### src/core_pkg.sv
package core_pkg;

    localparam int xlen = 64;
    localparam logic [xlen-1:0] reset_pc = '0;

    // major opcodes of the supported subset
    localparam logic [6:0] opcode_op = 7'b0110011;
    localparam logic [6:0] opcode_op_imm = 7'b0010011;
    localparam logic [6:0] opcode_lui = 7'b0110111;
    localparam logic [6:0] opcode_branch = 7'b1100011;
    localparam logic [6:0] opcode_jal = 7'b1101111;

    typedef logic [xlen-1:0] word_t;
    typedef logic [xlen-1:0] addr_t;
    typedef logic [31:0] inst_t;
    typedef logic [4:0] reg_addr_t;

    typedef enum logic [2:0] {
        alu_add,
        alu_sub,
        alu_and,
        alu_or,
        alu_xor,
        alu_pass_b, // lui puts the immediate straight through
        alu_link    // pc plus 4, the return address of jal
    } alu_op_t;

    typedef enum logic [2:0] {
        br_none,
        br_beq,
        br_bne,
        br_blt,
        br_jal
    } branch_t;

    typedef struct packed {
        alu_op_t alu_op;
        branch_t branch;
        logic use_imm;
        logic write_rd;
        reg_addr_t rd;
        reg_addr_t rs1;
        reg_addr_t rs2;
        word_t imm;
    } decoded_t;

    typedef struct packed {
        logic valid;
        addr_t pc;
        inst_t inst;
    } fetch_t;

    typedef struct packed {
        logic valid;
        addr_t pc;
        decoded_t dec;
        word_t rs1_data;
        word_t rs2_data;
    } issue_t;

    typedef struct packed {
        logic valid;
        addr_t pc;
        logic write_rd;
        reg_addr_t rd;
        word_t data;
    } retire_t;

endpackage

### src/fetch_stage.sv
module fetch_stage import core_pkg::*; (
    input  logic   clk,
    input  logic   reset,
    input  logic   redirect,
    input  addr_t  redirect_pc,
    output addr_t  inst_addr,
    input  inst_t  inst_data,
    output fetch_t fetched
);

    addr_t pc;
    addr_t pc_next;

    assign inst_addr = pc; // the instruction memory answers in the same cycle

    // a taken branch in execute overrides sequential fetch
    assign pc_next = redirect ? redirect_pc : pc + addr_t'(4);

    always_ff @(posedge clk) begin
        if (reset) begin
            pc <= reset_pc;
        end else begin
            pc <= pc_next;
        end
    end

    // the word fetched in this cycle is on the wrong path when redirect is high
    always_ff @(posedge clk) begin
        if (reset) begin
            fetched.valid <= 1'b0;
        end else begin
            fetched.valid <= ~redirect;
            fetched.pc <= pc;
            fetched.inst <= inst_data;
        end
    end

endmodule

### config.mk
export PLATFORM = sky130hd
export DESIGN_NAME = fetch_stage
export DESIGN_NICKNAME = d
export VERILOG_FILES = /design/src/core_pkg.sv /design/src/fetch_stage.sv
export SDC_FILE = /design/constraint.sdc
export NUM_CORES = 1
export LEC_CHECK = 0
export ABC_AREA = 1
export BUFFER_PORTS_ARGS = -buffer_cell sky130_fd_sc_hd__buf_2
export CAP_MARGIN = 20
export CORE_MARGIN = 2
export CORE_UTILIZATION = 50
export CTS_CLUSTER_SIZE = 16
export DETAILED_ROUTE_END_ITERATION = 12
export MAX_ROUTING_LAYER = met4
export PLACE_DENSITY = 0.84
export SKIP_CTS_REPAIR_TIMING = 1
export SLEW_MARGIN = 10
export SYNTH_ARGS = -nofsm -noshare
export SYNTH_HDL_FRONTEND = slang
export SYNTH_SLANG_ARGS = --single-unit
export TNS_END_PERCENT = 5
### constraint.sdc
create_clock -name clk -period 6.75 [get_ports clk]
set_input_delay 0.3375 -clock clk [delete_from_list [all_inputs] [get_ports clk]]
set_output_delay 0.3375 -clock clk [all_outputs]
set_load 0.005 [all_outputs]
# == Word-level counts from Yosys, hierarchy flattened ==
# Cells that the tools add are included.
# Widths: inputs -> output; s select.
# op_classes
n_addsub,1
mux,1
bitwise_logic,1
# ops
cell,count
$add 64x3->64 const B,1
$mux 64,1
$not 1->1,1
# totals
reg_bits,161
input_bits,99
out_inout_bits,161
word_cells,7

# == Longest topological paths before layout ==
# depth
ltp_word,2
mapped_depth,11
ltp_nobuf,11

# == Worst setup path before layout ==
# No wires, ideal clock.
# synth_path
path_type,input -> register
start,input port reset
end,register pc[6] (netlist: inst_addr[6])
setup_time_ps,73
t_arrival_ps,3750
required_ps,6677
path_slack_ps,2927
stages,4
n_path_buf,1
path_cell_list,inv_1 > clkbuf_1 > o221ai_1 > inv_1
# synth_lines
element,line_no,source
"start, declared",fetch_stage.sv:3,"input logic reset,"
"end signal, assigned",fetch_stage.sv:21,pc <= reset_pc;
"end signal, assigned",fetch_stage.sv:23,pc <= pc_next;
"end, declared",fetch_stage.sv:11,addr_t pc;
# No word-level cell between the ends.

==> impl_metrics.csv <==
group,metric,value,unit
final_layout,areaGrowthSynthToFinish,28.3,%
clock_network,cts_tree,"yes",
clock_network,insertion_delay,0.43,ns
final_layout,layout_commonest_cell,"buf_2",
critical_path,path_buf_inv,4,
global_route,gr-usage-all-layers,0.269,
critical_path,critical_path_class,"input port to flip-flop",
min_path,hold_start,"inst_data[8]",
logic_synthesis,yosys.cell_types.count,25,
power,p_clk_frac,0.409,
timing,fmax,455,MHz
placement,pre_cts_slack,4.10,ns
power,comb_power_share,0.089,
timing,setup-tns-final,0,ns
logic_synthesis,synth_top_family_by_area,"simple AND/OR/NAND/NOR gates",
power,fin_total_pwr,2.34,mW
final_layout,final_cell_mix,"259 x buf_2, 231 x nor2_1, 211 x nand2_1, 104 x inv_1, 96 x edfxtp_1",
floorplanning,dieArea,15500,sq um
timing,setup_slack,4.55,ns
timing,maxSlewViolCount,0,
critical_path,r2r_start,"inst_addr[2]",
critical_path,reg2reg_depth,10,
timing,rsz0062_at_grt,"no",
floorplanning,start_util,0.505,
final_layout,drive_above_1_share,0.269,
logic_synthesis,synth_fp_nets,980,
timing,skew,0.00676,ns
power,share_seq_of_total_power,0.502,
clock_network,htreeDepth,4,
power,power_switching_share,0.246,
logic_synthesis,synth_compound_area_frac,0.0402,
final_layout,fillCellCount,1214,
logic_synthesis,netlist_instances,880,
timing,period_share,0.326,
logic_synthesis,synthMuxAreaShare,0,
critical_path,cp_slowest_cell,"buf_4",
critical_path,r2r_end,"inst_addr[52]",
power,p_sw,0.576,mW
drt,drtAntennaViolNets,0,
critical_path,critical_path_required,7.13,ns
critical_path,cp.arrival,2.58,ns
final_layout,final_cells,1337,
logic_synthesis,synth_warnings,0,
critical_path,cp-end-kind,"flip-flop",
power,intPower,1.77,mW
timing,fin_crit,2.20,ns
drt,drc,0,
timing,tightest_slew,1.06,ns
drt,wl_per_cell,15.2,microns
global_route,grt_pass1_vias,6099,
critical_path,max_stage_delay,0.77,ns
timing,finalHoldViolations,0,
floorplanning,fp.coreArea,14400,sq um
power,peakVddDrop,197,uV
floorplanning,ios,260,
critical_path,reg2reg_slack,4.70,ns
logic_synthesis,yosys.area.top_type_share,0.397,
clock_network,clk_pin_slew_worst_paths,0.07,ns
global_route,grt_pass1_wl,31700,microns
timing,setup-violations-final,0,
critical_path,crit_chain,"buf_2 -> inv_4 -> buf_4 -> o21ai_0 -> o21bai_1 -> inv_1",
critical_path,cp-start-kind,"input port",
placement,port_buffers,259,
power,p_leak,4.41,nW
clock_network,cts_sinks,161,
min_path,hp-class,"input port to flip-flop",
drt,vias,6553,
drt,vias_per_cell,4.90,
placement,dp_cells,1305,
clock_network,cts_buffer_depth,2,
placement,routabilityCongestion,0.954,
placement,hpwl,15200,microns
logic_synthesis,synth_area_per_cell,8.25,sq um
critical_path,critical_path.top_delay_family,"buffers and inverters",
critical_path,crit_fanout,72,
critical_path,startpoint,"reset",
logic_synthesis,synth-simple-area-share,0.280,
clock_network,clock_tree.root_cell,"clkbuf_16",
final_layout,antennaDiodeCount,0,
logic_synthesis,synth_area,7260,sq um
min_path,whs_path_depth,1,
drt,drt_iter0_drc,528,
floorplanning,die_x,124,microns
logic_synthesis,yosys.area.top_type,"edfxtp_1",
global_route,grt_max_degree,73,
floorplanning,die_h,124,microns
run,max-cap-violations,0,
logic_synthesis,synth-adder-area-share,0.00172,
clock_network,cts-buffers-inserted,17,
logic_synthesis,synth.yosys.seq_area_share,0.576,
power,power.density,251,nW/um^2
floorplanning,num_rows,44,
status,status,"finished, final reports clean",
logic_synthesis,synth_xor_area_frac,0.0362,
drt,dr.pass1.iters,5,
final_layout,final_nets,1240,
drt,routed_wl,20400,microns
min_path,worstHoldEndpoint,"fetched[8]",
logic_synthesis,ys_ff_latch,161,
timing,max_slew_margin,0.290,
global_route,grt_antenna_before_repair,0,
global_route,grt_overflow,0,
logic_synthesis,synth_area_leaders,"edfxtp_1 40%, dfxtp_1 18%, nor2_1 12%",
==> worst reg2reg max path: cells and delay by family, from the launching register on <==
family	cells	cell delay, ns
adder cells (fa/ha/maj)	1	0.30
buffers and inverters	2	0.12
flip-flops	1	0.41
AND/OR/NAND/NOR	7	1.12
==> metrics by stage <==
stage / utilization / hold slack [ns] / cell area [sq um]
2_1_floorplan: - / 0.436 / 7260
3_3_place_gp: 0.607 / 0.452 / 8730
3_5_place_dp: 0.607 / 0.452 / 8730
4_1_cts: 0.648 / 0.0639 / 9310
5_1_grt: 0.648 / 0.0621 / 9310
6_report: 0.648 / 0.0751 / 9310
==> kinds of logic (layout without fill, tap and decap cells) <==
logic type               after synthesis  after routing
AND/OR/NAND/NOR                      505            505
flip-flops                           161            161
XOR/XNOR                              30             30
adder cells (fa/ha/maj)                1              1
AO/OA/AOI/OAI                         57             57
buffers and inverters                126            399
==> synth_stat cells (all sizes together) <==
cell type    n
nor2       236
nand2      222
inv        106
edfxtp      96
dfxtp       65
o21ai       48
nand3       44
xor2        17
clkbuf      14
xnor2       13
a21oi        7
buf          6
nand4        2
ha           1
nand3b       1
o21bai       1
o221ai       1
==> worst max-delay path by stage <==
stage	to	slack [ns]	cells past startpoint
after floorplan	inst_addr[6]	2.93	4
after global placement	inst_addr[35]	4.21	6
after detailed placement	inst_addr[35]	4.10	6
final	inst_addr[35]	4.55	6
after global routing	inst_addr[11]	4.34	5
after CTS	inst_addr[35]	4.55	6
==> layer usage <==
layer	GRT usage	wire length, microns	up-vias
met3	0.0537	1450	28
met5	-	0	-
li1	-	-	3288
met4	0.0998	408	0
met2	0.419	9550	264
met1	0.350	8950	2973
==> final cells by class <==
type / instances / area (sq um) / area share
inverters: 106 / 400 / 0.0430
flip-flops and latches: 161 / 4180 / 0.449
multi-input cells: 593 / 2600 / 0.279
repair buffers: 261 / 1310 / 0.141
well taps: 184 / 230 / 0.0247
clock inverters: 14 / 158 / 0.0169
clock buffers: 18 / 429 / 0.0461
==> power by group through the flow <==
stage          sequential, mW  combinational [mW]  clock [mW]
5_1_grt                  1.18               0.235        1.01
3_5_place_dp             1.20               0.210           0
2_1_floorplan            1.19              0.0883           0
6_report                 1.17               0.210       0.958
3_3_place_gp             1.19               0.205           0
4_1_cts                  1.17               0.212       0.969
==> flip-flops by register name, summed over array words and instances, names as in the netlist <==
signal,count
fetched,97
inst_addr,64
(Power assumes the default switching activity.)
