<file path="src/core_pkg.sv">
package core_pkg;

    localparam int xlen = 64;
    localparam logic [xlen-1:0] reset_pc = '0;

    // major opcodes of the supported subset
    localparam logic [6:0] opcode_op = 7'b0110011;
    localparam logic [6:0] opcode_op_imm = 7'b0010011;
    localparam logic [6:0] opcode_lui = 7'b0110111;
    localparam logic [6:0] opcode_branch = 7'b1100011;
    localparam logic [6:0] opcode_jal = 7'b1101111;

    typedef logic [xlen-1:0] word_t;
    typedef logic [xlen-1:0] addr_t;
    typedef logic [31:0] inst_t;
    typedef logic [4:0] reg_addr_t;

    typedef enum logic [2:0] {
        alu_add,
        alu_sub,
        alu_and,
        alu_or,
        alu_xor,
        alu_pass_b, // lui puts the immediate straight through
        alu_link    // pc plus 4, the return address of jal
    } alu_op_t;

    typedef enum logic [2:0] {
        br_none,
        br_beq,
        br_bne,
        br_blt,
        br_jal
    } branch_t;

    typedef struct packed {
        alu_op_t alu_op;
        branch_t branch;
        logic use_imm;
        logic write_rd;
        reg_addr_t rd;
        reg_addr_t rs1;
        reg_addr_t rs2;
        word_t imm;
    } decoded_t;

    typedef struct packed {
        logic valid;
        addr_t pc;
        inst_t inst;
    } fetch_t;

    typedef struct packed {
        logic valid;
        addr_t pc;
        decoded_t dec;
        word_t rs1_data;
        word_t rs2_data;
    } issue_t;

    typedef struct packed {
        logic valid;
        addr_t pc;
        logic write_rd;
        reg_addr_t rd;
        word_t data;
    } retire_t;

endpackage

</file>
<file path="src/decode_stage.sv">
module decode_stage import core_pkg::*; (
    input  logic      clk,
    input  logic      reset,
    input  logic      flush,
    input  fetch_t    fetched,
    output reg_addr_t rs1_addr,
    output reg_addr_t rs2_addr,
    input  word_t     rs1_data,
    input  word_t     rs2_data,
    output issue_t    issued
);

    inst_t inst;
    logic [6:0] opcode;
    logic [2:0] funct3;
    logic [6:0] funct7;
    word_t imm_i;
    word_t imm_b;
    word_t imm_u;
    word_t imm_j;
    decoded_t dec;

    assign inst = fetched.inst;
    assign opcode = inst[6:0];
    assign funct3 = inst[14:12];
    assign funct7 = inst[31:25];

    assign imm_i = {{52{inst[31]}}, inst[31:20]};
    assign imm_b = {{51{inst[31]}}, inst[31], inst[7], inst[30:25], inst[11:8], 1'b0};
    assign imm_u = {{32{inst[31]}}, inst[31:12], 12'b0};
    assign imm_j = {{43{inst[31]}}, inst[31], inst[19:12], inst[20], inst[30:21], 1'b0};

    always_comb begin
        // anything not matched below falls out as a no-op with zero data
        dec.alu_op = alu_pass_b;
        dec.branch = br_none;
        dec.use_imm = 1'b1;
        dec.write_rd = 1'b0;
        dec.rd = inst[11:7];
        dec.rs1 = inst[19:15];
        dec.rs2 = inst[24:20];
        dec.imm = '0;
        case (opcode)
            opcode_op: begin
                dec.use_imm = 1'b0;
                dec.write_rd = 1'b1;
                case ({funct7, funct3})
                    {7'b0000000, 3'b000}: dec.alu_op = alu_add;
                    {7'b0100000, 3'b000}: dec.alu_op = alu_sub;
                    {7'b0000000, 3'b111}: dec.alu_op = alu_and;
                    {7'b0000000, 3'b110}: dec.alu_op = alu_or;
                    {7'b0000000, 3'b100}: dec.alu_op = alu_xor;
                    default: begin
                        dec.alu_op = alu_pass_b;
                        dec.use_imm = 1'b1;
                        dec.write_rd = 1'b0;
                    end
                endcase
            end
            opcode_op_imm: begin
                dec.imm = imm_i;
                dec.write_rd = 1'b1;
                case (funct3)
                    3'b000: dec.alu_op = alu_add;
                    3'b111: dec.alu_op = alu_and;
                    3'b110: dec.alu_op = alu_or;
                    3'b100: dec.alu_op = alu_xor;
                    default: begin
                        dec.imm = '0;
                        dec.write_rd = 1'b0;
                    end
                endcase
            end
            opcode_lui: begin
                dec.imm = imm_u;
                dec.write_rd = 1'b1;
            end
            opcode_branch: begin
                dec.imm = imm_b;
                case (funct3)
                    3'b000: dec.branch = br_beq;
                    3'b001: dec.branch = br_bne;
                    3'b100: dec.branch = br_blt;
                    default: dec.imm = '0;
                endcase
            end
            opcode_jal: begin
                dec.imm = imm_j;
                dec.alu_op = alu_link;
                dec.branch = br_jal;
                dec.write_rd = 1'b1;
            end
            default: ;
        endcase
    end

    assign rs1_addr = dec.rs1;
    assign rs2_addr = dec.rs2;

    always_ff @(posedge clk) begin
        if (reset) begin
            issued.valid <= 1'b0;
        end else begin
            issued.valid <= fetched.valid & ~flush; // younger than a taken branch
            issued.pc <= fetched.pc;
            issued.dec <= dec;
            issued.rs1_data <= rs1_data;
            issued.rs2_data <= rs2_data;
        end
    end

endmodule

</file>
<file path="config.mk">
export PLATFORM = sky130hd
export DESIGN_NAME = decode_stage
export DESIGN_NICKNAME = d
export VERILOG_FILES = /design/src/core_pkg.sv /design/src/decode_stage.sv
export SDC_FILE = /design/constraint.sdc
export NUM_CORES = 1
export LEC_CHECK = 0
export ABC_AREA = 1
export ABC_CLOCK_PERIOD_IN_PS = 14600
export BUFFER_PORTS_ARGS = -buffer_cell sky130_fd_sc_hd__buf_2
export CAP_MARGIN = 15
export CORE_AREA = 2 2 203 205
export CTS_BUF_LIST = sky130_fd_sc_hd__clkbuf_8 sky130_fd_sc_hd__clkbuf_16
export DETAILED_ROUTE_END_ITERATION = 12
export DIE_AREA = 0 0 205 207
export GPL_ROUTABILITY_DRIVEN = 0
export PLACE_DENSITY = 0.47
export SETUP_SLACK_MARGIN = 0.3
export SLEW_MARGIN = 5
export SYNTH_ARGS = -nofsm -noshare
export SYNTH_HDL_FRONTEND = slang
export SYNTH_SLANG_ARGS = --single-unit
</file>
<file path="constraint.sdc">
create_clock -name clk -period 14.6 [get_ports clk]
set_input_delay 1.46 -clock clk [delete_from_list [all_inputs] [get_ports clk]]
set_output_delay 1.46 -clock clk [all_outputs]
set_load 0.01 [all_outputs]
</file>
After elaboration in Yosys (flattened, before gate mapping)
Index checks and enable logic that the tools add are counted.

storage, ports and cells
  register bits after elaboration = 280
  word-level logic and storage cells = 44
  output and inout port bits = 290
  input port bits = 228

operators by class
  muxes and demuxes = 11
  equal/unequal tests = 13
  bitwise logic cells = 2
  reductions and logical operators = 6

operators by type and width
  kind                                                                    count
  64-bit case mux with 4 select lines                                     1
  64-bit two-way mux                                                      2
  10-bit by 3-bit equality test with 1-bit output, second input constant  3
  3-bit case mux with 5 select lines                                      1
  7-bit by 6-bit equality test with 1-bit output, second input constant   2
  7-bit equality test, second input constant                              2
  3-bit case mux with 4 select lines                                      1
  10-bit by 9-bit equality test with 1-bit output, second input constant  1
  10-bit zero test                                                        1
  3-bit equality test, second input constant                              3
  3-bit case mux with 3 select lines                                      1
  7-bit by 5-bit equality test with 1-bit output, second input constant   1
  2-bit case mux with 3 select lines                                      1
  3-bit case mux with 2 select lines                                      1
  5-bit OR reduction                                                      1
  4-bit OR reduction                                                      1
  3-bit by 1-bit equality test with 1-bit output, second input constant   1
  3-bit zero test                                                         1
  1-bit case mux with 3 select lines                                      1
  3-bit OR reduction                                                      1
  2-bit two-way mux                                                       1
  2-bit OR reduction                                                      1
  1-bit AND                                                               1
  1-bit two-way mux                                                       1
  1-bit inverter                                                          1

Longest topological paths before layout
Gate-level depths: netlist of the first run.

  word-level depth = 4
  mapped depth = 9
  gate-level depth less buffers = 9

Least setup slack after synthesis of the first run
OpenSTA, ideal clock, no wires.

  kind = input -> register
  start = input port reset
  end = register issued[0] (netlist name), enable pin
  arrival = 6.231 ns
  setup slack = 7.772 ns
  path buffers = 0
  setup time = 0.597 ns
  stages on the path = 1
  data required time = 14.003 ns
  path through = inv_1

RTL lines
  item         RTL line            source
  from (decl)  decode_stage.sv:3   input logic reset,
  to (decl)    decode_stage.sv:10  output issue_t issued

No word-level cell between the ends.

Worst setup path after layout of the first run
  start = input port reset
  end = register issued[224] (netlist name), enable pin

No word-level cell between the ends.

==> report_table.html, run 1 <==
<table>
<tr><th>Metric</th><th>Value</th></tr>
<tr><th colspan="2">STA</th></tr>
<tr><td>Final worst path period share</td><td>0.260</td></tr>
<tr><td>Fmax achieved</td><td>263 MHz</td></tr>
<tr><td>Transition time at the pin with the least slew margin</td><td>1030 ps</td></tr>
<tr><td>Setup TNS</td><td>0 ps</td></tr>
<tr><td>Hold Vio Cnt, Final</td><td>0</td></tr>
<tr><td>Final hold slack</td><td>1070 ps</td></tr>
<tr><td>Finish-stage setup viols</td><td>0</td></tr>
<tr><td>Minimum period implied by the final worst setup slack</td><td>3800 ps</td></tr>
<tr><td>Slew headroom</td><td>0.313</td></tr>
<tr><td>Final count of pins violating max slew</td><td>0</td></tr>
<tr><td>RSZ-0062 raised after global routing</td><td>no</td></tr>
<tr><th colspan="2">Placement</th></tr>
<tr><td>Area of placed instances</td><td>11400 um2</td></tr>
<tr><td># placed instances</td><td>1465</td></tr>
<tr><td>DP Wirelength</td><td>20.2 mm</td></tr>
<tr><td>Port Buf Inserts</td><td>517</td></tr>
<tr><th colspan="2">Route</th></tr>
<tr><td>Number of vias per cell after detailed routing</td><td>3.68</td></tr>
<tr><td>Total wire length after detailed routing</td><td>26.6 mm</td></tr>
<tr><td>Total number of vias</td><td>5592</td></tr>
<tr><td>Average detailed-routed wire length per instance</td><td>17.5 um</td></tr>
<tr><td>DR iter-0 viols</td><td>274</td></tr>
<tr><td>Number of nets with antenna violations after detailed routing</td><td>0</td></tr>
<tr><td>Detailed-routing iteration count for the pre-antenna-repair pass</td><td>5</td></tr>
<tr><td>Post-detailed-route DRC marker count</td><td>0</td></tr>
<tr><th colspan="2">Logic synthesis</th></tr>
<tr><td>Number of enable-type register cells in the synthesized netlist</td><td>247</td></tr>
<tr><td>Netlist area before placement</td><td>8510 um2</td></tr>
<tr><td>Share of the synthesized area in the top cell type</td><td>0.872</td></tr>
<tr><td>Synth Net Count</td><td>687</td></tr>
<tr><td>Total of warnings raised by yosys</td><td>0</td></tr>
<tr><td>Proportion of synthesized chip area in sequential cells</td><td>0.874</td></tr>
<tr><td>Share of flip-flops with an asynchronous set or reset after synthesis</td><td>0</td></tr>
<tr><td>Total of flip-flops plus latches after synthesis</td><td>248</td></tr>
<tr><td>Dominant cell type by area after synthesis</td><td>sky130_fd_sc_hd__edfxtp_1</td></tr>
<tr><td>Avg Cell Area, Syn</td><td>18.5 um2</td></tr>
<tr><td>Ranking of synthesized cells by instance count</td><td>247 x sky130_fd_sc_hd__edfxtp_1, 65 x sky130_fd_sc_hd__nand2_1, 42 x sky130_fd_sc_hd__buf_4</td></tr>
<tr><td>Main synth FF type</td><td>sky130_fd_sc_hd__edfxtp_1</td></tr>
<tr><td>Cells taking the most area after synthesis</td><td>sky130_fd_sc_hd__edfxtp_1 87%, sky130_fd_sc_hd__buf_4 3.7%, sky130_fd_sc_hd__nand2_1 2.9%</td></tr>
<tr><td>Most instantiated library cell after synthesis</td><td>sky130_fd_sc_hd__edfxtp_1</td></tr>
<tr><td>Post-Syn Instances</td><td>459</td></tr>
<tr><td>Netlist cell types</td><td>22</td></tr>
<tr><th colspan="2">Floorplan</th></tr>
<tr><td>Initial Utilization</td><td>0.211</td></tr>
<tr><td>Number of top-level pins</td><td>518</td></tr>
<tr><td>Count of standard-cell rows</td><td>74</td></tr>
<tr><td>Placeable core region</td><td>40400 um2</td></tr>
<tr><td>Area enclosed by the die boundary</td><td>42400 um2</td></tr>
<tr><td>Width of the die</td><td>205 um</td></tr>
<tr><td>Die Ht</td><td>207 um</td></tr>
<tr><th colspan="2">Worst hold path</th></tr>
<tr><td>Worst hold path type</td><td>primary input to flip-flop</td></tr>
<tr><td>Hold Path Depth</td><td>2</td></tr>
<tr><th colspan="2">Clock tree</th></tr>
<tr><td>Cts bufs inserted</td><td>29</td></tr>
<tr><td>CTS sink cnt</td><td>248</td></tr>
<tr><td>H-tree depth reported by CTS</td><td>1</td></tr>
<tr><td>Post_cts resized</td><td>0</td></tr>
<tr><td>Clock transition at path regs</td><td>60 ps</td></tr>
<tr><td>CTS tree</td><td>done</td></tr>
<tr><td>Cts hold-fix bufs</td><td>0</td></tr>
<tr><td>Post CTS Setup Buffer Count</td><td>0</td></tr>
<tr><td>Number of buffers on the longest clock path</td><td>3</td></tr>
<tr><td>Buffer cell driving the clock tree root</td><td>sky130_fd_sc_hd__clkbuf_16</td></tr>
<tr><th colspan="2">Pwr</th></tr>
<tr><td>Static leakage power</td><td>0.00543 uW</td></tr>
<tr><td>Pwr per Cell Area</td><td>139 nW/um2</td></tr>
<tr><td>Max rail drop VDD</td><td>97.5 uV</td></tr>
<tr><td>Total Power Consumption</td><td>1720 uW</td></tr>
<tr><th colspan="2">Setup path</th></tr>
<tr><td>Worst setup path class</td><td>primary input to flip-flop</td></tr>
<tr><td>Data required time of the critical path</td><td>14770 ps</td></tr>
<tr><td>CP Capture Type</td><td>flip-flop</td></tr>
<tr><td>Biggest fanout along the worst timing path</td><td>110</td></tr>
<tr><td>Setup crit start kind</td><td>primary input</td></tr>
<tr><td>Data arrival time of the critical path</td><td>3970 ps</td></tr>
<tr><th colspan="2">Global routing</th></tr>
<tr><td>Wire length of the first global-routing pass</td><td>36.2 mm</td></tr>
<tr><td>Pin count of the biggest net entering global routing</td><td>111</td></tr>
<tr><td>Via count of the first global-routing pass</td><td>5426</td></tr>
<tr><td>Initial antenna violation count</td><td>1</td></tr>
<tr><td>Global Route Usage Sum</td><td>0.116</td></tr>
<tr><td>Grt total ovfl</td><td>0</td></tr>
<tr><th colspan="2">Run status</th></tr>
<tr><td>Result of the run</td><td>finished, final reports clean</td></tr>
<tr><th colspan="2">Cells and area</th></tr>
<tr><td>Registers with the highest flip-flop counts</td><td>issued: 248 flops</td></tr>
<tr><td>Growth of design area from synthesis to finish</td><td>45.4%</td></tr>
<tr><td>Cell Count, Final, Fillers Out</td><td>1518</td></tr>
<tr><td>Number of flip-flops under the largest register name</td><td>248</td></tr>
<tr><td>Share of cells above drive strength 1</td><td>0.588</td></tr>
<tr><td>Final standard cell area without fillers</td><td>12400 um2</td></tr>
<tr><td># nets final</td><td>1192</td></tr>
<tr><td>Register bank with the most flops</td><td>issued</td></tr>
<tr><th colspan="2">Job</th></tr>
<tr><td>Number of maximum-capacitance constraint violations</td><td>0</td></tr>
</table>
[where the power goes]
group / switching (uW) / total [uW] / internal (uW)
Clock: 297 / 711 / 414
Combinational: 90.0 / 151 / 61.2
Sequential: 14.6 / 857 / 842
Total: 401 / 1720 / 1320
[worst paths after layout]
check | startpoint | to
min | flush | issued[279]$_SDFF_PP0_
max | reset | issued[224]$_DFFE_PN_
[metal layers]
layer	track usage	up-vias	wire (um)
met4	0.0409	0	689
met1	0.135	2665	10300
met2	0.201	254	13200
met3	0.0332	39	2420
met5	0	-	0
li1	-	2634	-
[cells by family after synthesis]
family	count (synthesis)	share of synthesized area
simple gates	116	0.0600
buf+inv	74	0.0531
flops	248	0.874
compound gates	21	0.0126
[cell type report]
class | instances | area (um2)
Antenna cell | 1 | 2.50
Clock buffer | 29 | 726
Clock inverter | 23 | 198
Fill cell | 4128 | 28000
Inverter | 29 | 116
Multi-Input combinational cell | 137 | 618
Sequential cell | 248 | 7440
Tap cell | 532 | 666
Timing Repair Buffer | 519 | 2600
[worst max-delay path, stage by stage]
cell                    delay [ps]
sky130_fd_sc_hd__buf_2         130
sky130_fd_sc_hd__inv_8         510
sky130_fd_sc_hd__buf_4         840
sky130_fd_sc_hd__buf_4         790
[metrics by stage]
step,util,worst slack (ps)
CTS,0.306,10890
detailed placement,0.283,10280
floorplan,-,7770
global placement,0.283,10300
global route,0.306,10620
finish,0.306,10800
[cells in the final DEF (no fill, tap or decap), types with 3 or more instances in the layout]
cell type,instances
sky130_fd_sc_hd__inv_1,26
sky130_fd_sc_hd__nand2_1,65
sky130_fd_sc_hd__nand2_2,4
sky130_fd_sc_hd__o21ai_1,3
sky130_fd_sc_hd__bufinv_16,3
sky130_fd_sc_hd__inv_2,6
sky130_fd_sc_hd__edfxtp_1,247
sky130_fd_sc_hd__o21ai_0,4
sky130_fd_sc_hd__clkinv_2,4
sky130_fd_sc_hd__nor2_1,26
sky130_fd_sc_hd__nor2_2,3
sky130_fd_sc_hd__nand3_1,10
sky130_fd_sc_hd__clkbuf_16,29
sky130_fd_sc_hd__inv_6,3
sky130_fd_sc_hd__buf_2,517
sky130_fd_sc_hd__a21oi_1,13
sky130_fd_sc_hd__clkinv_1,6
Power figures use the tool's default switching activity.
==> run 2: changes to the inputs <==
ABC_CLOCK_PERIOD_IN_PS = 3700   (was 14600)
CORE_AREA = 2 2 204 206   (was 2 2 203 205)
DIE_AREA = 0 0 206 208   (was 0 0 205 207)
clock period = 3.7 ns   (was 14.6 ns; I/O delays follow)
==> run 2 against run 1 <==
Non-clock buffer count grew 197. Setup slack lost 9100 ps. Die area grew 0.97%. Via count grew 14%. Clock power grew to 3.8 times the previous value. Sequential share of layout area shrank 8.2 points. Global-route usage grew 0.66 points. Critical path type is now flip-flop to output port. Critical endpoint is now issued[163]. Highest routed layer unchanged.
==> report_table.html, run 2 (synthesis results as in run 1) <==
<table>
<tr><th>Metric</th><th>Value</th></tr>
<tr><th colspan="2">Floorplan</th></tr>
<tr><td>Placeable core region</td><td>40600 um2 (+0.46%)</td></tr>
<tr><td>Number of top-level pins</td><td>518 (unchanged)</td></tr>
<tr><td>Width of the die</td><td>206 um (+0.49%)</td></tr>
<tr><td>Area enclosed by the die boundary</td><td>42800 um2 (+0.97%)</td></tr>
<tr><td>Initial Utilization</td><td>0.210 (-0.000962)</td></tr>
<tr><td>Die Ht</td><td>208 um (+0.48%)</td></tr>
<tr><td>Count of standard-cell rows</td><td>74 (unchanged)</td></tr>
<tr><th colspan="2">Clock tree</th></tr>
<tr><td>Number of buffers on the longest clock path</td><td>3 (unchanged)</td></tr>
<tr><td>Clock transition at path regs</td><td>60 ps (about the same)</td></tr>
<tr><td>H-tree depth reported by CTS</td><td>1 (unchanged)</td></tr>
<tr><td>CTS sink cnt</td><td>248 (unchanged)</td></tr>
<tr><td>Buffer cell driving the clock tree root</td><td>sky130_fd_sc_hd__clkbuf_16</td></tr>
<tr><td>CTS tree</td><td>done</td></tr>
<tr><td>Cts hold-fix bufs</td><td>193 (+193)</td></tr>
<tr><td>Cts bufs inserted</td><td>29 (unchanged)</td></tr>
<tr><td>Post_cts resized</td><td>0 (unchanged)</td></tr>
<tr><td>Post CTS Setup Buffer Count</td><td>0 (unchanged)</td></tr>
<tr><th colspan="2">Cells and area</th></tr>
<tr><td>Register bank with the most flops</td><td>issued</td></tr>
<tr><td>Most common cell after layout, fill and taps aside</td><td>sky130_fd_sc_hd__buf_2</td></tr>
<tr><td>Filler Cell Count</td><td>4011 (-2.8%)</td></tr>
<tr><td>Growth of design area from synthesis to finish</td><td>68.3%</td></tr>
<tr><td>Number of flip-flops under the largest register name</td><td>248 (unchanged)</td></tr>
<tr><td>Share of cells above drive strength 1</td><td>0.496 (-0.0920)</td></tr>
<tr><td>Commonest non-fill, non-tap cells in the layout</td><td>517 x sky130_fd_sc_hd__buf_2, 247 x sky130_fd_sc_hd__edfxtp_1, 193 x sky130_fd_sc_hd__dlygate4sd3_1</td></tr>
<tr><td>Final design utilization</td><td>0.353 (+0.0468)</td></tr>
<tr><td>Antenna cell count</td><td>0 (-1)</td></tr>
<tr><td># nets final</td><td>1389 (+17%)</td></tr>
<tr><td>Registers with the highest flip-flop counts</td><td>issued: 248 flops</td></tr>
<tr><th colspan="2">Route</th></tr>
<tr><td>Total wire length after detailed routing</td><td>28.2 mm (+5.9%)</td></tr>
<tr><td>Sum of met3 wire segment lengths after detailed routing</td><td>2.18 mm (-10%)</td></tr>
<tr><td>Top Layer Used</td><td>met4</td></tr>
<tr><td>Length of routed wiring on met1</td><td>10.9 mm (+5.6%)</td></tr>
<tr><td>Post-detailed-route DRC marker count</td><td>0 (unchanged)</td></tr>
<tr><td>Number of vias per cell after detailed routing</td><td>3.72 (+0.87%)</td></tr>
<tr><td>DR iter-0 viols</td><td>282 (+2.9%)</td></tr>
<tr><td>Routed met2 length</td><td>14.6 mm (+10%)</td></tr>
<tr><td>Average detailed-routed wire length per instance</td><td>16.5 um (-6.2%)</td></tr>
<tr><td>Total number of vias</td><td>6369 (+14%)</td></tr>
<tr><td>Number of nets with antenna violations after detailed routing</td><td>0 (unchanged)</td></tr>
<tr><td>Detailed-routing iteration count for the pre-antenna-repair pass</td><td>4 (-1)</td></tr>
<tr><th colspan="2">Run status</th></tr>
<tr><td>Result of the run</td><td>finished, final reports clean</td></tr>
<tr><th colspan="2">Setup path</th></tr>
<tr><td>CP Capture Type</td><td>output port</td></tr>
<tr><td>Cell type group with the largest total delay on the critical path</td><td>flip-flops</td></tr>
<tr><td>Critical Path Slowest Stage Cell</td><td>sky130_fd_sc_hd__edfxtp_1</td></tr>
<tr><td>Beginning of the critical path</td><td>issued[190]$_DFFE_PN_</td></tr>
<tr><td>Biggest fanout along the worst timing path</td><td>33 (-70%)</td></tr>
<tr><td>Data required time of the critical path</td><td>3330 ps (-11440 ps)</td></tr>
<tr><td>Data arrival time of the critical path</td><td>1670 ps (-2300 ps)</td></tr>
<tr><td>Longest individual stage delay on the worst path</td><td>850 ps (about the same)</td></tr>
<tr><td>Worst setup path class</td><td>flip-flop to output port</td></tr>
<tr><td>Combined buffer and inverter count along the critical path</td><td>1 (-3)</td></tr>
<tr><td>Stages on the worst setup path</td><td>1 (-3)</td></tr>
<tr><td>Crit path cell chain</td><td>buf_2</td></tr>
<tr><td>Setup crit start kind</td><td>flip-flop</td></tr>
<tr><th colspan="2">Global routing</th></tr>
<tr><td>Initial antenna violation count</td><td>0 (-1)</td></tr>
<tr><td>Wire length of the first global-routing pass</td><td>39.4 mm (+8.7%)</td></tr>
<tr><td>Pin count of the biggest net entering global routing</td><td>87 (-22%)</td></tr>
<tr><td>Global Route Usage Sum</td><td>0.122 (+0.00664)</td></tr>
<tr><td>Via count of the first global-routing pass</td><td>6483 (+19%)</td></tr>
<tr><td>Grt total ovfl</td><td>0 (unchanged)</td></tr>
<tr><th colspan="2">Pwr</th></tr>
<tr><td>Total Power Consumption</td><td>6870 uW (+300%)</td></tr>
<tr><td>Pwr per Cell Area</td><td>480 nW/um2 (+250%)</td></tr>
<tr><td>P_int</td><td>5270 uW (+300%)</td></tr>
<tr><td>Switching power total</td><td>1610 uW (+300%)</td></tr>
<tr><td>Comb pwr share</td><td>0.112 (+0.024)</td></tr>
<tr><td>Part of the total power dissipated in sequential elements</td><td>0.492 (-0.006)</td></tr>
<tr><td>Max rail drop VDD</td><td>246 uV (+150%)</td></tr>
<tr><td>Relative contribution of the clock network to total power</td><td>0.396 (-0.018)</td></tr>
<tr><td>Static leakage power</td><td>0.00625 uW (+15%)</td></tr>
<tr><td>Switching fraction of total power</td><td>0.234 (about the same)</td></tr>
<tr><th colspan="2">STA</th></tr>
<tr><td>Minimum period implied by the final worst setup slack</td><td>2040 ps</td></tr>
<tr><td>Slew headroom</td><td>0.404 (+0.0905)</td></tr>
<tr><td>Final hold slack</td><td>37.1 ps (-1030 ps)</td></tr>
<tr><td>Hold Vio Cnt, Final</td><td>0 (unchanged)</td></tr>
<tr><td>Fmax achieved</td><td>491 MHz</td></tr>
<tr><td>Finish-stage setup viols</td><td>0 (unchanged)</td></tr>
<tr><td>Final count of pins violating max slew</td><td>0 (unchanged)</td></tr>
<tr><td>Transition time at the pin with the least slew margin</td><td>891 ps (-135 ps)</td></tr>
<tr><td>Final worst path period share</td><td>0.551</td></tr>
<tr><td>RSZ-0062 raised after global routing</td><td>no</td></tr>
<tr><th colspan="2">Worst hold path</th></tr>
<tr><td>Worst hold path type</td><td>primary input to flip-flop</td></tr>
<tr><td>Hold Path Depth</td><td>1 (-1)</td></tr>
<tr><td>Sink of the worst hold path</td><td>issued[56]$_DFFE_PN_</td></tr>
<tr><td>Worst min-delay path startpoint</td><td>rs2_data[56]</td></tr>
<tr><th colspan="2">Placement</th></tr>
<tr><td>Port Buf Inserts</td><td>517 (unchanged)</td></tr>
<tr><td>DP Wirelength</td><td>20.7 mm (+2.3%)</td></tr>
<tr><th colspan="2">Job</th></tr>
<tr><td>Number of maximum-capacitance constraint violations</td><td>0 (unchanged)</td></tr>
</table>
[run 2: cell count changes in the layout (fill, tap and decap cells not counted)]
| cell | change |
|---|---|
| sky130_fd_sc_hd__clkinv_1 | -2 |
| sky130_fd_sc_hd__inv_1 | -1 |
| sky130_fd_sc_hd__buf_12 | +2 |
| sky130_fd_sc_hd__buf_4 | +2 |
| sky130_fd_sc_hd__inv_8 | -1 |
| sky130_fd_sc_hd__bufinv_16 | -1 |
| sky130_fd_sc_hd__diode_2 | -1 |
| sky130_fd_sc_hd__inv_6 | -1 |
| sky130_fd_sc_hd__clkinv_2 | +5 |
| sky130_fd_sc_hd__clkinvlp_4 | +1 |
| sky130_fd_sc_hd__dlygate4sd3_1 | +193 |
[run 2: power by group through the flow]
stage	Clock, uW	Sequential, uW	Combinational [uW]
floorplan	0	3570	109
global placement	0	3430	621
detailed placement	0	3440	620
CTS	2830	3380	788
global route	2950	3400	831
finish	2720	3380	772
[run 2: how the worst max path moves through the flow]
stage	slack [ps]	endpoint
after global placement	1640	issued[204]$_DFFE_PN_
after detailed placement	1580	issued[134]$_DFFE_PN_
after floorplan	-690	issued[0]$_DFFE_PN_
final	1660	issued[163]
after CTS	1600	issued[182]
after global routing	1490	issued[187]
[run 2: layout make-up]
class                           count  area (um2)  share of cell area
Sequential cell                   248        7440               0.519
Timing Repair Buffer              716        4590               0.320
Clock buffer                       29         726              0.0507
Tap cell                          532         666              0.0465
Multi-Input combinational cell    137         618              0.0432
Clock inverter                     23         173              0.0121
Inverter                           29         113             0.00786
[run 2: stage by stage]
| stage | std cells | setup slack, ps | area [um2] | TNS, ps |
|---|---|---|---|---|
| finish | 1714 | 1660 | 14300 | 0 |
| global route | 1714 | 1490 | 14300 | 0 |
| CTS | 1714 | 1600 | 14300 | 0 |
| detailed placement | 1469 | 1580 | 11500 | 0 |
| global placement | 1469 | 1640 | 11500 | 0 |
| floorplan | 459 | -691 | 8510 | -170920 |
[run 2: per-layer routing]
metal,GRT usage,vias up
met5,0,-
met3,0.0263,41
met2,0.225,276
met1,0.140,3021
met4,0.0367,0
li1,-,3031
